--- src/logic/fetch_pkg.sv ---
package fetch_pkg;

    // Word and address width of the core
    localparam int XLEN = 32;

    // 2-bit saturating counter, upper bit set means predict taken
    typedef enum logic [1:0] {
        NOT_TAKEN_STRONG = 2'b00,
        NOT_TAKEN_WEAK   = 2'b01,
        TAKEN_WEAK       = 2'b10,
        TAKEN_STRONG     = 2'b11
    } pred_state_t;

    // Major opcodes of the control transfer instructions
    localparam logic [6:0] OPC_BRANCH = 7'b1100011;
    localparam logic [6:0] OPC_JAL    = 7'b1101111;
    localparam logic [6:0] OPC_JALR   = 7'b1100111;

endpackage

--- src/logic/branch_resolver.sv ---
`timescale 1ns/1ns

module branch_resolver (
    // Outcome strobes from execute, at most one meaningful per cycle
    input  logic                       res_branch_i,
    input  logic                       res_jal_i,
    input  logic                       res_jalr_i,

    input  logic [fetch_pkg::XLEN-1:0] res_pc_i,
    input  logic                       res_taken_i,
    input  logic [fetch_pkg::XLEN-1:0] res_target_i,

    // Prediction that travelled down with the instruction
    input  logic                       res_pred_taken_i,
    input  logic [fetch_pkg::XLEN-1:0] res_pred_target_i,

    // Table training
    output logic                       upd_valid_o,
    output logic [fetch_pkg::XLEN-1:0] upd_pc_o,
    output logic                       upd_taken_o,
    output logic [fetch_pkg::XLEN-1:0] upd_target_o,

    // Fetch correction
    output logic                       redirect_o,
    output logic [fetch_pkg::XLEN-1:0] redirect_pc_o
);
    import fetch_pkg::*;

    logic            actual_taken;
    logic [XLEN-1:0] fall_through_pc;
    logic            dir_wrong;
    logic            tgt_wrong;

    assign upd_valid_o = res_branch_i || res_jal_i || res_jalr_i;

    // Branch first, then the jumps
    // Jumps are always taken whatever res_taken_i says
    always_comb begin
        if (res_branch_i) begin
            actual_taken = res_taken_i;
        end else if (res_jal_i || res_jalr_i) begin
            actual_taken = 1'b1;
        end else begin
            actual_taken = 1'b0;
        end
    end

    assign upd_pc_o     = res_pc_i;
    assign upd_taken_o  = actual_taken;
    assign upd_target_o = res_target_i;

    // Mispredict detection
    assign dir_wrong = res_pred_taken_i != actual_taken;
    assign tgt_wrong = actual_taken && (res_pred_target_i != res_target_i);

    assign redirect_o = upd_valid_o && (dir_wrong || tgt_wrong);

    assign fall_through_pc = res_pc_i + XLEN'(4);
    assign redirect_pc_o   = actual_taken ? res_target_i : fall_through_pc;

endmodule

--- config.mk ---
export PLATFORM = sky130hd
export DESIGN_NAME = branch_resolver
export DESIGN_NICKNAME = d
export VERILOG_FILES = /design/src/logic/fetch_pkg.sv /design/src/logic/branch_resolver.sv
export SDC_FILE = /design/constraint.sdc
export NUM_CORES = 1
export LEC_CHECK = 0
export ABC_AREA = 0
export BUFFER_PORTS_ARGS = -buffer_cell sky130_fd_sc_hd__buf_2
export CAP_MARGIN = 20
export CORE_UTILIZATION = 30
export DETAILED_ROUTE_END_ITERATION = 10
export PLACE_DENSITY_LB_ADDON = 0.12
export SETUP_SLACK_MARGIN = 0.1
export SYNTH_ARGS = -nofsm -noshare
export SYNTH_HDL_FRONTEND = slang
export SYNTH_SLANG_ARGS = --single-unit
export TNS_END_PERCENT = 10
--- constraint.sdc ---
create_clock -name vclk -period 2
set_input_delay 0.2 -clock vclk [all_inputs]
set_output_delay 0.2 -clock vclk [all_outputs]
set_load 0.01 [all_outputs]
* After elaboration in Yosys (flattened, before gate mapping)
Cells that the tools add are included.
** Storage, ports and cells
- Logic and storage cells :: 12
- Flip-flop bits (word level) :: 0
- Output and inout port bits :: 99
- Bits of input ports :: 101
** Cells by class
- Mux-type cells :: 3
- Add/subtract/negate cells :: 1
- Equal/unequal tests :: 2
- Reductions and logical operators :: 6
** Operator list (count)
- adder 32 x 3 -> 32 bit (second input constant) :: 1
- two-way mux 32 bit :: 1
- != test 32 bit :: 1
- logical OR 1 bit :: 4
- logical AND 1 bit :: 2
- two-way mux 1 bit :: 2
- != test 1 bit :: 1

* Longest topological paths before layout
Gate-level depths: netlist (run 1).
- Depth after elaboration :: 6
- Depth in mapped cells :: 6
- Depth with buffers taken out :: 6

* Least setup slack after synthesis (run 1)
Ideal clock, no wire load.
- Path type :: input -> output
- Start :: in res_pc_i[2] (netlist bit)
- End :: out redirect_pc_o[18] (netlist bit)
- Arrival :: 1552 ps
- Buffers on the path :: 0
- Slack :: 248 ps
- Stages on the path :: 6
- Data required time :: 1800 ps
- Cell sequence :: ha_1 -> nand3_1 -> nor3_2 -> nand3_1 -> xor2_1 -> o21ai_0
** Between the ends
- Word-level cells in the longest chain between the ends :: 2
** RTL lines
- start: declaration :: line branch_resolver.sv:9 : input logic [fetch_pkg::XLEN-1:0] res_pc_i,
- adder 32 x 3 -> 32 bit :: line branch_resolver.sv:58 : assign fall_through_pc = res_pc_i + XLEN'(4);
- two-way mux 32 bit :: line branch_resolver.sv:59 : assign redirect_pc_o = actual_taken ? res_target_i : fall_through_pc;
- end: declaration :: line branch_resolver.sv:25 : output logic [fetch_pkg::XLEN-1:0] redirect_pc_o
Every way passes these cells.

* Worst setup path after layout (run 1)
- Start :: in res_branch_i
- End :: out redirect_pc_o[31] (netlist bit)
** Between the ends
- Word-level cells in the longest chain between the ends :: 2
** RTL lines
- start: declaration :: line branch_resolver.sv:5 : input logic res_branch_i,
- two-way mux 1 bit :: line branch_resolver.sv:39 : if (res_branch_i) begin
- two-way mux 32 bit :: line branch_resolver.sv:59
Every way passes these cells.

==> results by group, run 1 <==
Synthesis
  • Syn_nets: 366
  • Post-Syn Area: around 1700 um2
  • Yosys top cell by area: buf_4
  • Top cell type's share of synthesized area: 27.7%
  • Syn Inst Count: 264
  • Synth unique cells: 27
  • Syn_area_per_cell: 6.57 um2
  • Yosys warnings: 0
  • Register area share after synthesis: 0%
  • Top cells by area, synth: buf_4 28%, xor2_1 17%, xnor2_1 13%

Power
  • Comb power frac: 100.0%
  • Clock share of power: 0%
  • Power Internal: between 0.2 and 0.3 mW
  • Worst VDD drop: 0.103 mV
  • Reg power frac: 0%
  • Static leakage: around 1.3 nW
  • Sw Pwr: 0.317 mW
  • Power Density: 236 nW/um2
  • Switching Share: between 50% and 60%

Timing
  • Fin crit share: 89.8%
  • Worst rel slew slack: 71.3%
  • Worst Max-Slew Pin Slew: ~0.43 ns
  • Hold Violations, Final: 0
  • Post-route minimum period: 1.80 ns
  • Total negative slack: 0 ns
  • RSZ-0062 raised after global routing: true
  • Max-slew violations: 0
  • Final setup vio count: 0
  • Max Clk Rate: ~0.56 GHz

Finish
  • Number of diodes: 0
  • Number of fill cells: between 600 and 700
  • Clock buffer count: 0
  • Final Util: 43.9%
  • Layout cells sized above 1: 54.7%
  • Area of the multi-input gates: 1230 um2
  • Nets@finish: 510
  • Reg area: 0 um2
  • Most frequent cells in the layout: 200 x buf_2, 38 x nand2_1, 33 x xor2_1
  • Seq cells: 0
  • Most common cell after layout, fill and taps aside: buf_2
  • Area added between synthesis and finish: 40.3%

Floorplan
  • Core Area: 5540 um2
  • Die H: 78.0 um
  • Initial core utilization: 31.3%
  • Rows: 27
  • Die area: 6090 um2
  • IO Count: 200
  • Die width: 78.0 um

Route
  • Routed len/inst: ~13 um
  • Pre-antenna DRT Iters: 4
  • ANT nets after route: 0
  • DR vias: 2,171
  • Via-to-Cell Ratio: between 4 and 5
  • Initial drt markers: 40
  • DRC: 0
  • Drt total wl: 6.35 mm

Placed design
  • DPL Wire Length: 5.55 mm
  • Port buffer count: 200
  • RD Place Congestion: 0.755

Run status
  • Status: complete, no violations

Critical path
  • Crit. End Element: primary output
  • Data required, critical path: 1.80 ns
  • Critical path arrival: 1.60 ns
  • Crit path max fanout: 3
  • Crit Path Category: in2out
  • Startpoint type of the worst setup path: input port

Clocking
  • Number of hold-repair buffers added at the cts stage: 0

Min path
  • Worst min-delay path class: in2out
  • Hold Crit Depth: 2

Run
  • Max-Cap Viols: 0

Global route
  • Initial antenna violation count: 0
  • GRT overflow: 0
  • GRT Util Overall: 19.1%
  • Global-route wire length before repair: 9.38 mm
  • Number of global-route vias before repair: 1,941
  • Largest net degree at the start of global routing: 32
## cells by family after synthesis
family	after synthesis	share of synthesized area, %
simple gates	97	29.9
compound gates	32	9.52
buf+inv	75	30.1
xor+xnor	59	29.8
fa+ha+maj	1	0.721
## area by class of cell
cell class                 instances  share of cell area [%]
multi-input combinational        189                    50.4
inverter                           5                   0.771
tap                               72                    3.70
timing repair buffer             212                    45.1
## path summary, 6_finish.rpt
kind	slack, ns	end	start
setup / recovery	0.20	redirect_pc_o[31]	res_branch_i
hold / removal	0.61	upd_pc_o[1]	res_pc_i[1]
## metal layers
metal  vias to the layer above  part of all wire [%]  wire (um)  global-route usage [%]
met2                       120                    50       3150                    37.2
met3                         2                   7.9        501                    2.56
met1                       943                    42       2690                    23.3
li1                       1106                     -          -                       -
met5                         -                     0          0                       0
met4                         0                  0.22         14                   0.741
## synth_stat cells (2+ instances only)
library cell and number:
buf_4 64, clkbuf_1 6, a21oi_1 7, nand2_1 38, nand3_4 2, inv_1 4
xor2_1 33, nor3_1 5, xnor2_1 26, nor2_1 10, o21ai_0 23, nand4_1 10
nor4_1 5, and3_1 2, nand3_1 17
## through the flow
| step | setup WS, ns | hold WS [ns] | instance area (um2) | cells | total power, mW |
|---|---|---|---|---|---|
| after floorplan | 0.248 | 0.477 | 1730 | 264 | 0.336 |
| after global placement | 0.117 | 0.607 | 2400 | 476 | 0.574 |
| after detailed placement | 0.141 | 0.606 | 2400 | 476 | 0.573 |
| after CTS | 0.127 | 0.606 | 2400 | 476 | 0.577 |
| after global routing | 0.0957 | 0.621 | 2430 | 478 | 0.632 |
| final | 0.204 | 0.608 | 2430 | 478 | 0.574 |
## worst max-delay path: stages
cell and delay, ns:
buf_2 0.10, or3_1 0.42, o21ai_2 0.10, inv_2 0.06, or4_1 0.50, nand3_1 0.09, buf_2 0.13
## power groups by stage
stage          clock (mW)  sequential, mW  combinational (mW)
4_1_cts                 0               0               0.577
3_3_place_gp            0               0               0.574
2_1_floorplan           0               0               0.336
6_report                0               0               0.574
3_5_place_dp            0               0               0.573
5_1_grt                 0               0               0.632
## timing repair
item | 4_1_cts | 5_1_grt
gates resized for setup | 0 | 5
setup endpoints to repair | 0 | 13
buffers inserted | 0 | 2
Power figures use the tool's default switching activity.
==> run 2: changes to the inputs <==
--- a/config.mk
+++ b/config.mk
@@ -8,7 +8,9 @@
 export ABC_AREA = 0
 export BUFFER_PORTS_ARGS = -buffer_cell sky130_fd_sc_hd__buf_2
 export CAP_MARGIN = 20
-export CORE_UTILIZATION = 30
+export CELL_PAD_IN_SITES_DETAIL_PLACEMENT = 1
+export CELL_PAD_IN_SITES_GLOBAL_PLACEMENT = 1
+export CORE_UTILIZATION = 21
 export DETAILED_ROUTE_END_ITERATION = 10
 export PLACE_DENSITY_LB_ADDON = 0.12
 export SETUP_SLACK_MARGIN = 0.1
==> results by group, run 2 (synthesis results as in run 1) <==
Run status
  • Status: complete, no violations

Floorplan
  • Initial core utilization: 22.1%
  • Die H: 92.9 um
  • Rows: 32
  • Die width: 92.9 um
  • IO Count: 200
  • Core Area: just under 8000 um2
  • Die area: 8630 um2

Min path
  • Hold Crit Depth: 2
  • Hold Path End: upd_pc_o[0]
  • Worst min-delay path class: in2out
  • Hold Crit Start: res_pc_i[0]

Global route
  • GRT overflow: 0
  • Global-route wire length before repair: 11.2 mm
  • Initial antenna violation count: 0
  • GRT Util Overall: between 15 and 20%
  • Number of global-route vias before repair: roughly 2,200
  • Largest net degree at the start of global routing: 24

Power
  • Clock share of power: 0%
  • Power Internal: approximately 0.25 mW
  • Reg power frac: 0%
  • Comb power frac: 100.0%
  • Switching Share: 56.2%
  • Sw Pwr: roughly 0.33 mW
  • Worst VDD drop: 0.0623 mV
  • Static leakage: ~1.3 nW
  • Power Density: 234 nW/um2

Finish
  • Number of fill cells: 1,087
  • Nets@finish: 510
  • Area added between synthesis and finish: 42.8%
  • Non-filler cells, final: 508
  • Seq cells: 0
  • Finished Cell Area: 2480 um2
  • Reg area: 0 um2
  • Most common cell after layout, fill and taps aside: buf_2
  • Number of diodes: 0
  • Clock buffer count: 0
  • Layout cells sized above 1: 54.9%
  • Most frequent cells in the layout: 200 x buf_2, 38 x nand2_1, 33 x xor2_1

Placed design
  • DPL Wire Length: 6.58 mm
  • RD Place Congestion: 0.710
  • Area after DPL: 2430 um2
  • Placed insts: 505
  • Port buffer count: 200

Timing
  • Post-route minimum period: 1.85 ns
  • Fin crit share: 92.7%
  • Worst rel slew slack: 74.0%
  • Max-slew violations: 0
  • Final setup vio count: 0
  • Max Clk Rate: approximately 0.54 GHz
  • Worst Max-Slew Pin Slew: between 0.3 and 0.4 ns
  • RSZ-0062 raised after global routing: true
  • Hold Violations, Final: 0
  • Total negative slack: 0 ns

Route
  • DRC: 0
  • Routed len/inst: 14.6 um
  • Drt total wl: 7.40 mm
  • ANT nets after route: 0
  • DR vias: roughly 2,200
  • Via-to-Cell Ratio: 4.31
  • Pre-antenna DRT Iters: 4
  • Initial drt markers: 21

Critical path
  • Crit. End Element: primary output
  • Critical path arrival: roughly 1.7 ns
  • Crit path max fanout: 10
  • Data required, critical path: 1.80 ns
  • Crit Path Category: in2out
  • Startpoint type of the worst setup path: input port

Run
  • Max-Cap Viols: 0

Clocking
  • Number of hold-repair buffers added at the cts stage: 0
## run 2: area by class of cell
class / count / area [um2] / share of cell area [%]
Inverter: 5 / 18.8 / 0.758
Multi-Input combinational cell: 189 / 1230 / 49.7
Tap cell: 102 / 128 / 5.15
Timing Repair Buffer: 212 / 1100 / 44.4
## run 2: power by group through the flow
stage / clock [mW] / sequential [mW] / combinational, mW
2_1_floorplan: 0 / 0 / 0.336
3_3_place_gp: 0 / 0 / 0.585
3_5_place_dp: 0 / 0 / 0.589
4_1_cts: 0 / 0 / 0.592
5_1_grt: 0 / 0 / 0.644
6_report: 0 / 0 / 0.579
## run 2: worst max-delay path, stage by stage
cell,delay (ns)
buf_2,0.10
or3_1,0.42
o21ai_2,0.10
inv_2,0.11
or4_1,0.51
nand3_1,0.09
buf_2,0.13
## run 2: timing repair
action	in CTS	in global routing
endpoints found under the setup margin	1	16
endpoints found under the hold margin	0	0
setup buffers	0	3
pin swaps	0	5
gates resized for setup	1	6
## run 2: through the flow
| stage | utilization (%) | setup WS [ns] | power [mW] | hold slack [ns] |
|---|---|---|---|---|
| 2_1_floorplan | - | 0.248 | 0.336 | 0.477 |
| 3_3_place_gp | 30.9 | 0.126 | 0.585 | 0.604 |
| 3_5_place_dp | 30.9 | 0.104 | 0.589 | 0.607 |
| 4_1_cts | 31.0 | 0.104 | 0.592 | 0.607 |
| 5_1_grt | 31.6 | 0.0366 | 0.644 | 0.624 |
| 6_report | 31.6 | 0.145 | 0.579 | 0.605 |
## run 2: how the worst max path moves through the flow
stage / from / to / slack (ns)
3_3_place_gp: res_pc_i[14] / redirect_pc_o[31] / 0.13
6_report: res_branch_i / redirect_pc_o[31] / 0.15
5_1_grt: res_pc_i[11] / redirect_pc_o[24] / 0.04
3_5_place_dp: res_pc_i[2] / redirect_pc_o[24] / 0.10
4_1_cts: res_pc_i[14] / redirect_pc_o[31] / 0.10
2_1_floorplan: res_pc_i[2] / redirect_pc_o[18] / 0.25
## run 2: per-layer routing
layer,GRT usage [%],wire length (um)
met5,0,0
met4,0.256,0
met3,1.81,521
met2,32.0,3790
met1,20.0,3090
==> run 3: changes to the inputs <==
--- a/config.mk
+++ b/config.mk
@@ -13,7 +13,7 @@
 export CORE_UTILIZATION = 21
 export DETAILED_ROUTE_END_ITERATION = 10
 export PLACE_DENSITY_LB_ADDON = 0.12
-export SETUP_SLACK_MARGIN = 0.1
+export SETUP_SLACK_MARGIN = 0.5
 export SYNTH_ARGS = -nofsm -noshare
 export SYNTH_HDL_FRONTEND = slang
 export SYNTH_SLANG_ARGS = --single-unit
==> results by group, run 3 (synthesis results as in run 1) <==
Run status
  • Status: complete, no violations

Global route
  • Global-route wire length before repair: 12.0 mm
  • GRT Util Overall: between 10% and 20%
  • Largest net degree at the start of global routing: 25
  • Initial antenna violation count: 0
  • GRT overflow: 0
  • Number of global-route vias before repair: roughly 2,300

Timing
  • Hold Violations, Final: 0
  • Final setup vio count: 0
  • Fin crit share: 87.2%
  • Max Clk Rate: between 0.5 and 0.6 GHz
  • Worst rel slew slack: roughly three quarters
  • Max-slew violations: 0
  • Worst Slack Setup Final: 0.255 ns
  • Total negative slack: 0 ns
  • Post-route minimum period: 1.74 ns
  • RSZ-0062 raised after global routing: true
  • Worst Max-Slew Pin Slew: around 0.37 ns

Min path
  • Hold Path End: upd_pc_o[0]
  • Hold Crit Depth: 2
  • Hold Crit Start: res_pc_i[0]
  • Worst min-delay path class: in2out

Route
  • ANT nets after route: 0
  • Initial drt markers: 32
  • Drt total wl: ~7.9 mm
  • Pre-antenna DRT Iters: 4
  • Routed len/inst: 15.0 um
  • DR vias: 2,272
  • DRC: 0
  • Via-to-Cell Ratio: ~4.3

Finish
  • Most common cell after layout, fill and taps aside: buf_2
  • Reg area: 0 um2
  • Number of fill cells: 1,040
  • Clock buffer count: 0
  • Most frequent cells in the layout: 180 x buf_2, 37 x nand2_1, 29 x xor2_1
  • Seq cells: 0
  • Nets@finish: around 530
  • Area added between synthesis and finish: 67.3%
  • Number of diodes: 0
  • Area of the multi-input gates: 1360 um2
  • Layout cells sized above 1: approximately three fifths
  • Final Util: 37.0%

Critical path
  • Crit Path Category: in2out
  • Startpoint type of the worst setup path: input port
  • Data required, critical path: between 1.5 and 2 ns
  • Critical path arrival: between 1.5 and 2 ns
  • Crit. End Element: primary output
  • Slowest stage cell, crit path: or4_4
  • Critical path cell sequence: buf_2 -> or3_4 -> o21ai_4 -> inv_4 -> or4_4 -> nand3_2 -> buf_6
  • Crit path max fanout: 5
  • Slowest Stage Delay on Critical Path: 0.51 ns
  • Buf+Inv Stages, Crit Path: 3
  • Top delay family on crit path: simple AND/OR/NAND/NOR gates

Power
  • Power Internal: between 0.3 and 0.4 mW
  • Clock share of power: 0%
  • Power Density: 233 nW/um2
  • Comb power frac: 100.0%
  • Sw Pwr: roughly 0.35 mW
  • Reg power frac: 0%
  • Worst VDD drop: 0.0782 mV
  • Switching Share: 52.4%
  • Static leakage: between 1 and 1.5 nW

Floorplan
  • Rows: 32
  • Initial core utilization: between 20 and 25%
  • Die H: 92.9 um
  • IO Count: 200
  • Die area: 8630 um2
  • Core Area: 7850 um2
  • Die width: 92.9 um

Placed design
  • DPL Wire Length: ~6.7 mm
  • RD Place Congestion: 0.750
  • Pre-CTS WS: 0.0880 ns
  • Port buffer count: 200

Run
  • Max-Cap Viols: 0

Clocking
  • Number of hold-repair buffers added at the cts stage: 0
## run 3: cell count changes in the layout (fill, tap and decap cells not counted), moves of 2 or more
cell,previous run,this run
buf_12,0,3
buf_2,200,180
buf_4,10,25
buf_6,2,15
buf_8,0,2
clkbuf_4,0,2
nand3_1,17,14
nand3_2,0,3
nor4_1,5,3
o21ai_0,21,16
o21ai_1,2,5
xor2_1,33,29
xor2_2,0,3
## run 3: per-layer routing
layer / track usage, % / vias to the layer above / part of all wire [%]
met5: 0 / - / 0
met4: 0.513 / 0 / 0.39
met3: 1.72 / 2 / 6.9
met2: 34.4 / 115 / 53
met1: 21.2 / 1017 / 40
li1: - / 1138 / -
## run 3: area by class of cell
| cell class | instances | share of cell area, % |
|---|---|---|
| timing repair buffer | 228 | 48.1 |
| multi-input combinational | 189 | 46.8 |
| tap | 102 | 4.40 |
| inverter | 5 | 0.733 |
## run 3: power by group through the flow
stage	clock network (mW)	logic (mW)	registers [mW]
3_5_place_dp	0	0.609	0
4_1_cts	0	0.683	0
2_1_floorplan	0	0.345	0
3_3_place_gp	0	0.605	0
5_1_grt	0	0.740	0
6_report	0	0.675	0
## run 3: metrics by stage
step | power, mW | instances | hold WS (ns) | instance area (um2)
finish | 0.675 | 524 | 0.604 | 2900
global route | 0.740 | 524 | 0.613 | 2900
CTS | 0.683 | 523 | 0.594 | 2870
detailed placement | 0.609 | 516 | 0.606 | 2560
global placement | 0.605 | 516 | 0.605 | 2560
floorplan | 0.345 | 264 | 0.477 | 1770
## run 3: repair_timing
action,CTS,global route
hold endpoints to repair,0,0
buffers inserted,6,1
gates cloned,1,0
gates resized for setup,49,8
pin swaps,23,3
endpoints found under the setup margin,33,34
## run 3: how the worst max path moves through the flow
stage                      start                 to  slack (ns)  cells after the start
global placement     res_pc_i[2]  redirect_pc_o[31]        0.11                      7
global route         res_pc_i[3]  redirect_pc_o[27]        0.14                      9
CTS                  res_pc_i[3]  redirect_pc_o[27]        0.25                      9
detailed placement   res_pc_i[2]  redirect_pc_o[31]        0.09                      7
floorplan           res_branch_i  redirect_pc_o[31]        0.38                      5
finish                res_jalr_i  redirect_pc_o[31]        0.26                      7
