<file path="src/logic/fetch_pkg.sv">
package fetch_pkg;

    // Word and address width of the core
    localparam int XLEN = 32;

    // 2-bit saturating counter, upper bit set means predict taken
    typedef enum logic [1:0] {
        NOT_TAKEN_STRONG = 2'b00,
        NOT_TAKEN_WEAK   = 2'b01,
        TAKEN_WEAK       = 2'b10,
        TAKEN_STRONG     = 2'b11
    } pred_state_t;

    // Major opcodes of the control transfer instructions
    localparam logic [6:0] OPC_BRANCH = 7'b1100011;
    localparam logic [6:0] OPC_JAL    = 7'b1101111;
    localparam logic [6:0] OPC_JALR   = 7'b1100111;

endpackage

</file>
<file path="src/logic/fetch_pc_unit.sv">
`timescale 1ns/1ns

module fetch_pc_unit #(
    parameter logic [fetch_pkg::XLEN-1:0] RESET_PC = '0
) (
    input  logic                       clk,
    input  logic                       rst_n,
    input  logic                       stall_i,

    // Word returned by the instruction memory for the current PC
    input  logic [fetch_pkg::XLEN-1:0] instr_i,

    // Prediction for the current PC
    input  logic                       pred_taken_i,
    input  logic [fetch_pkg::XLEN-1:0] pred_target_i,

    // Correction from the execute stage
    input  logic                       redirect_i,
    input  logic [fetch_pkg::XLEN-1:0] redirect_pc_i,

    output logic [fetch_pkg::XLEN-1:0] fetch_pc_o,
    output logic                       is_cond_o,
    output logic                       is_uncond_o
);
    import fetch_pkg::*;

    logic [XLEN-1:0] pc_q;
    logic [XLEN-1:0] pc_next;
    logic [XLEN-1:0] pc_seq;
    logic [6:0]      opcode;

    assign pc_seq = pc_q + XLEN'(4);

    // Redirect wins over stall, stall wins over the prediction
    always_comb begin
        if (redirect_i) begin
            pc_next = redirect_pc_i;
        end else if (stall_i) begin
            pc_next = pc_q;
        end else if (pred_taken_i) begin
            pc_next = pred_target_i;
        end else begin
            pc_next = pc_seq;
        end
    end

    always_ff @(posedge clk) begin
        if (!rst_n) begin
            pc_q <= RESET_PC;
        end else begin
            pc_q <= pc_next;
        end
    end

    assign fetch_pc_o = pc_q;

    // Pre-decode
    assign opcode = instr_i[6:0];

    always_comb begin
        is_cond_o   = 1'b0;
        is_uncond_o = 1'b0;
        case (opcode)
            OPC_BRANCH: begin
                is_cond_o = 1'b1;
            end
            OPC_JAL, OPC_JALR: begin
                is_uncond_o = 1'b1;
            end
            default: begin
                is_cond_o   = 1'b0;
                is_uncond_o = 1'b0;
            end
        endcase
    end

endmodule

</file>
<file path="config.mk">
export PLATFORM = sky130hd
export DESIGN_NAME = fetch_pc_unit
export DESIGN_NICKNAME = d
export VERILOG_FILES = /design/src/logic/fetch_pkg.sv /design/src/logic/fetch_pc_unit.sv
export SDC_FILE = /design/constraint.sdc
export NUM_CORES = 1
export LEC_CHECK = 0
export BUFFER_PORTS_ARGS = -buffer_cell sky130_fd_sc_hd__buf_2
export CAP_MARGIN = 20
export CORE_AREA = 2 2 81 83
export CTS_CLUSTER_SIZE = 28
export DETAILED_ROUTE_END_ITERATION = 8
export DIE_AREA = 0 0 83 85
export GPL_TIMING_DRIVEN = 0
export PLACE_DENSITY = 0.81
export SYNTH_ARGS = -nofsm -noshare
export SYNTH_HDL_FRONTEND = slang
export SYNTH_SLANG_ARGS = --single-unit
</file>
<file path="constraint.sdc">
create_clock -name clk -period 1.6 [get_ports clk]
set_input_delay 0.16 -clock clk [delete_from_list [all_inputs] [get_ports clk]]
set_output_delay 0.16 -clock clk [all_outputs]
set_load 0.02 [all_outputs]
</file>
Word level (Yosys, flattened, before mapping)
Index checks and enable logic that the tools add are counted.
Widths: inputs -> output; s select.
- flip-flop bits (word level): 32
- muxes and demuxes: 5
- equal/unequal tests: 4
- $add $sub $neg: 1
- reduce and logical (&&, ||, !) cells: 1
- operators by type and width (cell ; count):
    $mux 32 ; 3
    $add 32x3->32 const B ; 1
    $eq 7x7->1 const B ; 3
    $mux 1 ; 2
    $ne 2x1->1 const B ; 1
    $reduce_or 2->1 ; 1

Longest topological paths before layout
Gate-level depths: netlist of run 1.
- depth in word-level cells: 4
- gate-level depth with buffers: 7

Worst setup path after synthesis of run 1
Ideal clock, no wire load.
- path type: reg2reg
- from: register pc_q[2] (netlist: fetch_pc_o[2])
- to: register pc_q[16] (netlist: fetch_pc_o[16])
- cell stages (with the launch flop): 7
- library setup time: 119 ps
- arrival time: 1753 ps
- setup slack: -272 ps
- buffers on the path: 1
- clock period less this slack: 1872 ps
- cells stage by stage: dfxtp_1 ha_1 clkbuf_2 inv_1 nor4_1 a31oi_1 o221a_2
- longest elaborated chain between the ends: 4
- RTL lines (what ; line ; RTL):
    from (decl) ; fetch_pc_unit.sv:27 ; logic [XLEN-1:0] pc_q;
    from (signal assigned) ; fetch_pc_unit.sv:51 ; pc_q <= pc_next;
    $add 32x3->32 ; fetch_pc_unit.sv:32 ; assign pc_seq = pc_q + XLEN'(4);
    $mux 32 ; fetch_pc_unit.sv:40 ; end else if (pred_taken_i) begin
    $mux 32 ; fetch_pc_unit.sv:38 ; end else if (stall_i) begin
    $mux 32 ; fetch_pc_unit.sv:36 ; if (redirect_i) begin
Every way passes these cells. The select of a mux whose other input is x is not followed.
A chain may end at the register's enable or synchronous reset.

Final worst setup path of run 1
- from: register pc_q[5] (netlist: fetch_pc_o[5])
- to: register pc_q[15] (netlist: fetch_pc_o[15])
Same word-level chain as after synthesis.

==> results of run 1 <==
==> worst min path at each step <==
stage / startpoint / endpoint / slack, ns / cells after the start
floorplan: redirect_pc_i[2] / fetch_pc_o[2] / 0.30 / 1
global placement: redirect_pc_i[2] / fetch_pc_o[2] / 0.39 / 2
detailed placement: redirect_pc_i[2] / fetch_pc_o[2] / 0.39 / 2
CTS: redirect_pc_i[1] / fetch_pc_o[1] / 0.09 / 2
global route: redirect_pc_i[0] / fetch_pc_o[0] / 0.09 / 2
finish: redirect_pc_i[0] / fetch_pc_o[0] / 0.08 / 2
==> kinds of logic (layout without fill, tap and decap cells) <==
| family | Yosys count | after routing |
|---|---|---|
| compound gates | 135 | 135 |
| mux | 11 | 11 |
| simple gates | 122 | 123 |
| flops | 32 | 32 |
| xor+xnor | 2 | 2 |
| fa+ha+maj | 1 | 1 |
| buf+inv | 40 | 194 |
==> area by class of cell <==
class,instances,area (µm²),area share [%]
multi-input cells,272,1880,48.8
repair buffers,149,892,23.1
flip-flops and latches,32,704,18.2
plain buffers,27,148,3.82
clock buffers,7,97.6,2.53
well taps,77,96.3,2.49
inverters,10,37.5,0.971
clock inverters,1,5.00,0.129
==> stage by stage <==
step	hold WS, ns	instances
finish	0.0759	575
global route	0.0908	575
CTS	0.0921	559
detailed placement	0.389	525
global placement	0.388	525
floorplan	0.297	343
==> synthesized netlist by cell type, drive strengths merged, types with 2 or more instances <==
library cell / instances / area share, %
o31a: 3 / 1.1
nor2: 32 / 4.9
nor3: 11 / 2.6
o21ai: 40 / 8.1
a221oi: 4 / 1.4
o31ai: 2 / 0.61
nand3: 6 / 1.4
dfxtp: 32 / 26
and4: 4 / 1.5
inv: 10 / 1.5
and2: 5 / 1.3
o22ai: 2 / 0.51
nand2: 33 / 5.0
xnor2: 2 / 0.71
o211ai: 5 / 1.5
buf: 15 / 3.2
a21oi: 40 / 8.1
and3: 3 / 0.76
o2111a: 2 / 0.91
a21o: 2 / 0.61
nor4: 7 / 2.4
a21boi: 6 / 1.8
nor2b: 6 / 1.5
a211oi: 2 / 0.61
o2bb2ai: 4 / 1.4
nor4b: 2 / 1.2
nand4: 10 / 3.1
a31oi: 5 / 1.3
o211a: 4 / 1.6
mux2i: 11 / 4.5
a211o: 3 / 1.1
clkbuf: 15 / 2.3
==> per-layer routing <==
layer	wire [µm]	part of all wire [%]	GRT usage (%)	vias to the layer above
met4	633	5.6	12.7	0
met2	5070	45	46.6	368
met5	0	0	0	-
li1	-	-	-	1599
met1	4090	36	36.1	1649
met3	1550	14	7.59	89
==> repair_timing <==
item                                   4_1_cts  5_1_grt
setup endpoints to repair                   18       22
setup buffers                               27       16
gates cloned                                 2        1
pin swaps                                   10       23
resized for setup                           28       47
endpoints found under the hold margin        0        0
==> power by group through the flow <==
stage          logic, µW  registers [µW]  clock network (µW)
6_report             758             940                 750
5_1_grt              799             946                 774
4_1_cts              679             938                 732
3_5_place_dp         622             965                   0
3_3_place_gp         606             961                   0
2_1_floorplan        299            1020                   0
==> out/qor.yml, run 1 <==
finish:
  largest_reg_flops: 32
  antenna_cells: 0
  final_common_cell: "buf_2"
  final_cell_mix: "buf_2, a21oi_1, buf_4"
  final_layout_size_suffix_gt1_share_pct: 45.0
  fin_util_pct: 62.3
  fin_nets: 599
  final_area_um2: 3860
  num-fill-cells: 508
  syn_to_final_growth_pct: 56.6
pwr:
  clkPwrFrac_pct: 30.6
  pwr-share-comb_pct: 31.0
  pwr-share-seq_pct: 38.4
  peakVddDrop_mv: 0.484
  switchingPower_uw: 877
  swShare_pct: 35.8
  power.density_nw_per_um2: 633
  leakagePower_uw: 0.00178
  internal_power_uw: 1570
  p_total_uw: 2450
timing:
  fin_tns_setup_ns: -0.492
  slew_violations: 0
  maxSlewHeadroom_pct: 54.2
  setup_viol: 12
  finClkSkew_ns: 0.00700
  fmax_ghz: 0.581
  fin_crit_sh_pct: 108
  rsz0062_at_grt: "yes"
  setup_ws_ns: -0.120
  worst_pin_slew_ns: 0.687
  period_minus_slack_ns: 1.72
  report.final.hold_viol_count: 0
detailed_routing:
  viasPerCell: 6.44
  drt-total-wl_mm: 11.3
  antenna_left: 0
  dr.pass1.iters: 6
  drc: 0
  drt_iter0_markers: 642
  num_vias: 3705
  wire_per_inst_um: 19.7
worst_setup_path:
  regToRegStartpoint: "fetch_pc_o[5]"
  cpLargestDelayFamily: "compound AO/OA/AOI/OAI gates"
  crit_buf_inv: 2
  crit_type: "flip-flop to flip-flop"
  cp_cell_sequence: "and4_4 > nand4_1 > buf_6 > buf_8 > o31a_1 > o21ai_1 > a21oi_1"
  r2r_cells: 7
  cp.depth: 7
  r2r-end: "fetch_pc_o[15]"
  endpoint_kind: "flip-flop"
  crit_path_end: "fetch_pc_o[15]"
  crit_required_ns: 1.79
  max_stage_delay_ns: 0.37
  cp-start-kind: "flip-flop"
  arrival_ns: 1.91
  crit_fanout: 5
  crit_start: "fetch_pc_o[5]"
  r2r_slack_ns: -0.12
  slowest_stage: "dfxtp_4"
yosys:
  avgSynthCellArea_um2: 7.19
  synthCells: 343
  syn_area_um2: 2470
  async_flop_share_pct: 0
  synthAdderAreaFrac_pct: 0.507
  synth_compound_area_share_pct: 34.6
  yosysUniqueCellTypes: 58
  syn_nets: 445
  synthMuxAreaShare_pct: 4.46
  ys_seq_area_share_pct: 26.0
  synth-xor-area-share_pct: 0.710
  synth_top_family_by_area: "compound AO/OA/AOI/OAI gates"
  synth-main-ff-cell: "dfxtp_1"
  synthSimpleGateAreaFrac_pct: 26.6
  ys_seq_elements: 32
  yosysWarnings: 0
  synth_edf_count: 0
floorplan:
  initial_core_util_pct: 39.8
  dieArea_um2: 7060
  pin_count: 135
  die_width_um: 83
  die_h_um: 85
  rows: 29
  core_um2: 6200
grt:
  grt_pass1_wl_mm: 16.3
  track_usage_pct: 28.7
  globalRoute.totalOverflow: 0
  grt_max_degree: 11
  grt_pass1_vias: 3358
  antenna_found_initial: 0
clock_network:
  clk_latency_ns: 0.30
  cts.clk_slew.worst_paths_ns: 0.08
  clock-sinks: 32
  root_buffer: "clkbuf_8"
  hold_buffers: 0
  cts_buffer_depth: 2
  htreeDepth: 2
  cts_buffers: 5
  cts_tree: "built"
place:
  placed_area_um2: 3170
  place_ws_ns: -0.233
  dpl.hpwl_mm: 7.00
  place.gp.congestion: 0.937
  io_buffers: 105
run_status:
  status: "complete, but fails checks"
  violations: "setup timing"
hold_path:
  hold_path.class: "input port to flip-flop"
job:
  cap_violations: 0
No activity file was read; power rests on OpenSTA's default activity.
==> run 2, diff against run 1 <==
Settings changed: HOLD_SLACK_MARGIN from default to 0.1.
==> out/qor.yml, run 2 (synthesis gave the netlist of run 1 again) <==
run_status:
  status: "complete, but fails checks"
  violations: "setup timing"
detailed_routing:
  drt_iter0_markers: 653  # +1.7%
  antenna_left: 0  # unchanged
  viasPerCell: 6.34  # -1.6%
  num_vias: 3664  # -1.1%
  drc: 0  # unchanged
  drt-total-wl_mm: 11.3  # -0.38%
  wire_per_inst_um: 19.5  # -0.90%
  dr.pass1.iters: 6  # unchanged
floorplan:
  die_width_um: 83  # unchanged
  pin_count: 135  # unchanged
  rows: 29  # unchanged
  initial_core_util_pct: 39.8  # unchanged
  dieArea_um2: 7060  # unchanged
  core_um2: 6200  # unchanged
  die_h_um: 85  # unchanged
worst_setup_path:
  cpLargestDelayFamily: "simple AND/OR/NAND/NOR gates"
  cp-start-kind: "flip-flop"
  crit_required_ns: 1.79  # about the same
  crit_type: "flip-flop to flip-flop"
  crit_fanout: 5  # unchanged
  cp_cell_sequence: "and4_4 > nand4_1 > buf_6 > buf_8 > o31a_1 > o21ai_1 > a21oi_1"
  slowest_stage: "dfxtp_4"
  crit_buf_inv: 2  # unchanged
  max_stage_delay_ns: 0.37  # about the same
  arrival_ns: 1.87  # -0.04 ns
  endpoint_kind: "flip-flop"
pwr:
  switchingPower_uw: 874  # -0.34%
  swShare_pct: 35.7  # -0.15 points
  pwr-share-seq_pct: 38.4  # about the same
  pwr-share-comb_pct: 31.1  # about the same
  peakVddDrop_mv: 0.488  # +0.69%
  clkPwrFrac_pct: 30.6  # about the same
  internal_power_uw: 1580  # +0.30%
  leakagePower_uw: 0.00180  # +0.70%
  p_total_uw: 2450  # about the same
  power.density_nw_per_um2: 629  # -0.70%
finish:
  final_layout_size_suffix_gt1_share_pct: 44.7  # -0.27 points
  final_common_cell: "buf_2"
  fin_nets: 602  # +0.50%
  final_area_um2: 3890  # +0.78%
  antenna_cells: 0  # unchanged
  final_cell_mix: "buf_2, a21oi_1, buf_4"
  largest_reg_flops: 32  # unchanged
  fin_util_pct: 62.8  # +0.48 points
  fin_cells: 578  # +0.52%
  syn_to_final_growth_pct: 57.9
clock_network:
  clock-sinks: 32  # unchanged
  cts_buffers: 5  # unchanged
  htreeDepth: 2  # unchanged
  cts_buffer_depth: 2  # unchanged
  cts_tree: "built"
  cts.clk_slew.worst_paths_ns: 0.07  # about the same
  clk_latency_ns: 0.30  # about the same
  root_buffer: "clkbuf_8"
hold_path:
  hold_path.class: "input port to flip-flop"
grt:
  grt_pass1_vias: 3358  # unchanged
  grt_pass1_wl_mm: 16.3  # unchanged
  antenna_found_initial: 0  # unchanged
  globalRoute.totalOverflow: 0  # unchanged
  track_usage_pct: 28.7  # unchanged
  grt_max_degree: 11  # unchanged
place:
  place.gp.congestion: 0.937  # unchanged
  io_buffers: 105  # unchanged
  dpl.hpwl_mm: 7.00  # unchanged
  place_ws_ns: -0.233  # unchanged
  placed_area_um2: 3170  # unchanged
  dp.cells: 525  # unchanged
timing:
  setup_ws_ns: -0.0785  # +0.0417 ns
  worst_pin_slew_ns: 0.762  # +0.0748 ns
  rsz0062_at_grt: "yes"
  maxSlewHeadroom_pct: 49.2  # -5.0 points
  slew_violations: 0  # unchanged
  fin_crit_sh_pct: 105  # -2.6 points
  report.final.hold_viol_count: 0  # unchanged
  setup_viol: 10  # -2
  period_minus_slack_ns: 1.68  # -0.0417 ns
  finClkSkew_ns: 0.00627  # -0.000725 ns
  fmax_ghz: 0.596  # +2.5%
job:
  cap_violations: 0  # unchanged
[run 2: cell count changes in the layout (fill, tap and decap cells not counted)]
cell           before  now
dlygate4sd3_1       0    3
[run 2: path summary, 6_finish.rpt]
kind | start | end | slack [ns] | cells after the start
max | fetch_pc_o[5] | fetch_pc_o[15] | -0.08 | 7
min | pred_target_i[6] | fetch_pc_o[6] | 0.13 | 3
max reg2reg | fetch_pc_o[5] | fetch_pc_o[15] | -0.08 | 7
min reg2reg | fetch_pc_o[21] | fetch_pc_o[21] | 0.52 | 2
[run 2: metal layers]
metal	share of wire, %	global-route usage (%)	up-vias	wire length [µm]
met5	0	0	-	0
met4	4.3	12.7	0	488
met3	13	7.59	59	1450
met2	45	46.6	336	5130
met1	37	36.1	1666	4220
li1	-	-	1603	-
[run 2: repair_timing]
action                                  4_1_cts  5_1_grt
pin swaps                                    10       23
resized for setup                            28       47
hold buffers                                  3        0
setup buffers                                27       16
endpoints found under the setup margin       18       22
gates cloned                                  2        1
hold endpoints to repair                      3        0
[run 2: tightest hold or removal path: cells and delay by family]
kind / cells / cell delay (ns)
and+or+nand+nor: 1 / 0.10
buffers and inverters: 1 / 0.09
AOI/OAI and AO/OA: 1 / 0.05
[run 2: area by class of cell]
type | count | area [µm²]
multi-input combinational | 272 | 1880
buffer | 27 | 148
sequential | 32 | 704
fill | 508 | 2310
clock inverter | 1 | 5.00
timing repair buffer | 152 | 922
inverter | 10 | 37.5
tap | 77 | 96.3
clock buffer | 7 | 97.6
[run 2: power groups by stage]
stage	Sequential, µW	Clock, µW	Combinational [µW]
final	940	748	761
after global routing	946	774	805
after CTS	938	732	685
after detailed placement	965	0	622
after global placement	961	0	606
after floorplan	1020	0	299
[run 2: through the flow]
stage / hold slack, ns / TNS, ns
finish: 0.128 / -0.353
global route: 0.131 / -0.878
CTS: 0.142 / -0.00745
detailed placement: 0.389 / -3.92
global placement: 0.388 / -2.98
floorplan: 0.297 / 0
==> run 3, diff against run 2 <==
Settings changed: PLACE_DENSITY 0.81 to 0.75.
==> out/qor.yml, run 3 (synthesis gave the netlist of run 1 again) <==
hold_path:
  min_to: "fetch_pc_o[0]"
  hold_path.class: "input port to flip-flop"
  min_path_cells: 2  # -1
  worstHoldStart: "redirect_pc_i[0]"
clock_network:
  htreeDepth: 2  # unchanged
  clk_latency_ns: 0.29  # about the same
  cts_tree: "built"
  root_buffer: "clkbuf_8"
  cts_buffer_depth: 2  # unchanged
  cts_buffers: 5  # unchanged
  cts.clk_slew.worst_paths_ns: 0.08  # about the same
  clock-sinks: 32  # unchanged
finish:
  final_layout_size_suffix_gt1_share_pct: 41.6  # -3.1 points
  final_common_cell: "buf_2"
  final_cell_mix: "buf_2, a21oi_1, nand2_1, o21ai_0, nor2_1"
  fin_nets: 586  # -2.7%
  num-fill-cells: 573  # +13%
  syn_to_final_growth_pct: 48.3
  fin_cells: 562  # -2.8%
  fin_util_pct: 59.0  # -3.8 points
  largest_reg_flops: 32  # unchanged
  antenna_cells: 0  # unchanged
detailed_routing:
  drt_iter0_markers: 578  # -11%
  dr.pass1.iters: 8  # +2
  antenna_left: 0  # unchanged
  viasPerCell: 6.24  # -1.5%
  drc: 0  # unchanged
  num_vias: 3508  # -4.3%
  wire_per_inst_um: 19.0  # -3.0%
  drt-total-wl_mm: 10.7  # -5.7%
timing:
  maxSlewHeadroom_pct: 55.7  # +6.4 points
  fin_hold_ws_ns: 0.0929  # -0.0351 ns
  period_minus_slack_ns: 1.67  # -0.00514 ns
  rsz0062_at_grt: "yes"
  setup_viol: 6  # -4
  report.final.hold_viol_count: 0  # unchanged
  fin_crit_sh_pct: 105  # -0.32 points
  setup_ws_ns: -0.0733  # +0.00514 ns
  finClkSkew_ns: 0.00649  # +0.000216 ns
  worst_pin_slew_ns: 0.665  # -0.0967 ns
  fmax_ghz: 0.598  # +0.31%
  slew_violations: 0  # unchanged
grt:
  grt_pass1_wl_mm: 16.1  # -1.4%
  globalRoute.totalOverflow: 0  # unchanged
  grt_max_degree: 11  # unchanged
  antenna_found_initial: 0  # unchanged
  track_usage_pct: 28.5  # -0.23 points
  grt_pass1_vias: 3196  # -4.8%
floorplan:
  rows: 29  # unchanged
  dieArea_um2: 7060  # unchanged
  die_h_um: 85  # unchanged
  initial_core_util_pct: 39.8  # unchanged
  die_width_um: 83  # unchanged
  core_um2: 6200  # unchanged
  pin_count: 135  # unchanged
worst_setup_path:
  max_stage_delay_ns: 0.38  # about the same
  critical_path.most_common_cell: "buf_4"
  endpoint_kind: "flip-flop"
  r2r_slack_ns: -0.07  # about the same
  slowest_stage: "dfxtp_4"
  cp_cell_sequence: "and2_1 > nand4_1 > buf_4 > buf_4 > nor4_2 > o21ai_1 > a21oi_1"
  r2r_cells: 7  # unchanged
  crit_fanout: 5  # unchanged
  r2r-end: "fetch_pc_o[19]"
  crit_type: "flip-flop to flip-flop"
  regToRegStartpoint: "fetch_pc_o[3]"
  arrival_ns: 1.89  # +0.02 ns
  crit_required_ns: 1.82  # +0.03 ns
  cp-start-kind: "flip-flop"
job:
  cap_violations: 0  # unchanged
run_status:
  violations: "setup timing"
  status: "complete, but fails checks"
place:
  place_ws_ns: -0.224  # +0.00951 ns
  dpl.hpwl_mm: 6.84  # -2.3%
  place.gp.congestion: 0.962  # +2.7%
  io_buffers: 105  # unchanged
  dp.cells: 525  # unchanged
pwr:
  peakVddDrop_mv: 0.332  # -32%
  p_total_uw: 2390  # -2.3%
  leakagePower_uw: 0.00163  # -8.9%
  power.density_nw_per_um2: 654  # +4.0%
run 3: how the worst max path moves through the flow:
stage	start	endpoint	slack, ns	cells past startpoint
6_report	fetch_pc_o[3]	fetch_pc_o[19]	-0.07	7
3_3_place_gp	rst_n	fetch_pc_o[6]	-0.18	5
2_1_floorplan	fetch_pc_o[2]	fetch_pc_o[16]	0.004	6
4_1_cts	fetch_pc_o[9]	fetch_pc_o[31]	-0.02	6
3_5_place_dp	stall_i	fetch_pc_o[15]	-0.22	6
5_1_grt	fetch_pc_o[11]	fetch_pc_o[19]	-0.09	7
run 3: area by class of cell:
cell class,instances,area (µm²),share of cell area [%]
well taps,77,96.3,2.63
plain buffers,28,159,4.34
clock inverters,1,5.00,0.137
clock buffers,7,97.6,2.67
repair buffers,135,771,21.1
inverters,10,45.0,1.23
flip-flops and latches,32,697,19.0
multi-input cells,272,1790,48.9
run 3: stage by stage:
stage | setup TNS, ns | cell area (µm²)
final | -0.242 | 3660
after global routing | -0.762 | 3660
after CTS | -0.0323 | 3500
after detailed placement | -3.36 | 3170
after global placement | -2.62 | 3170
after floorplan | 0 | 2540
run 3: timing repair:
item,in CTS,in global routing
resized for setup,16,46
endpoints found under the hold margin,2,0
pin swaps,13,16
hold buffers,2,0
gates cloned,2,0
buffers inserted,21,6
endpoints found under the setup margin,18,21
run 3: worst max-delay path: cells and delay by family (launching register included):
family,cells,cell delay (ns)
compound gates,2,0.24
buf+inv,2,0.38
flops,1,0.38
simple gates,3,0.60
run 3: routing by layer:
metal | track usage, % | vias to the layer above | part of all wire (%)
met2 | 46.1 | 276 | 46
met4 | 12.7 | 0 | 3.9
li1 | - | 1565 | -
met5 | 0 | - | 0
met3 | 5.06 | 53 | 12
met1 | 37.3 | 1614 | 38
run 3: where the power goes:
part / switching, µW / total [µW] / internal (µW)
Clock: 336 / 736 / 400
Combinational: 414 / 708 / 295
Sequential: 87.3 / 948 / 861
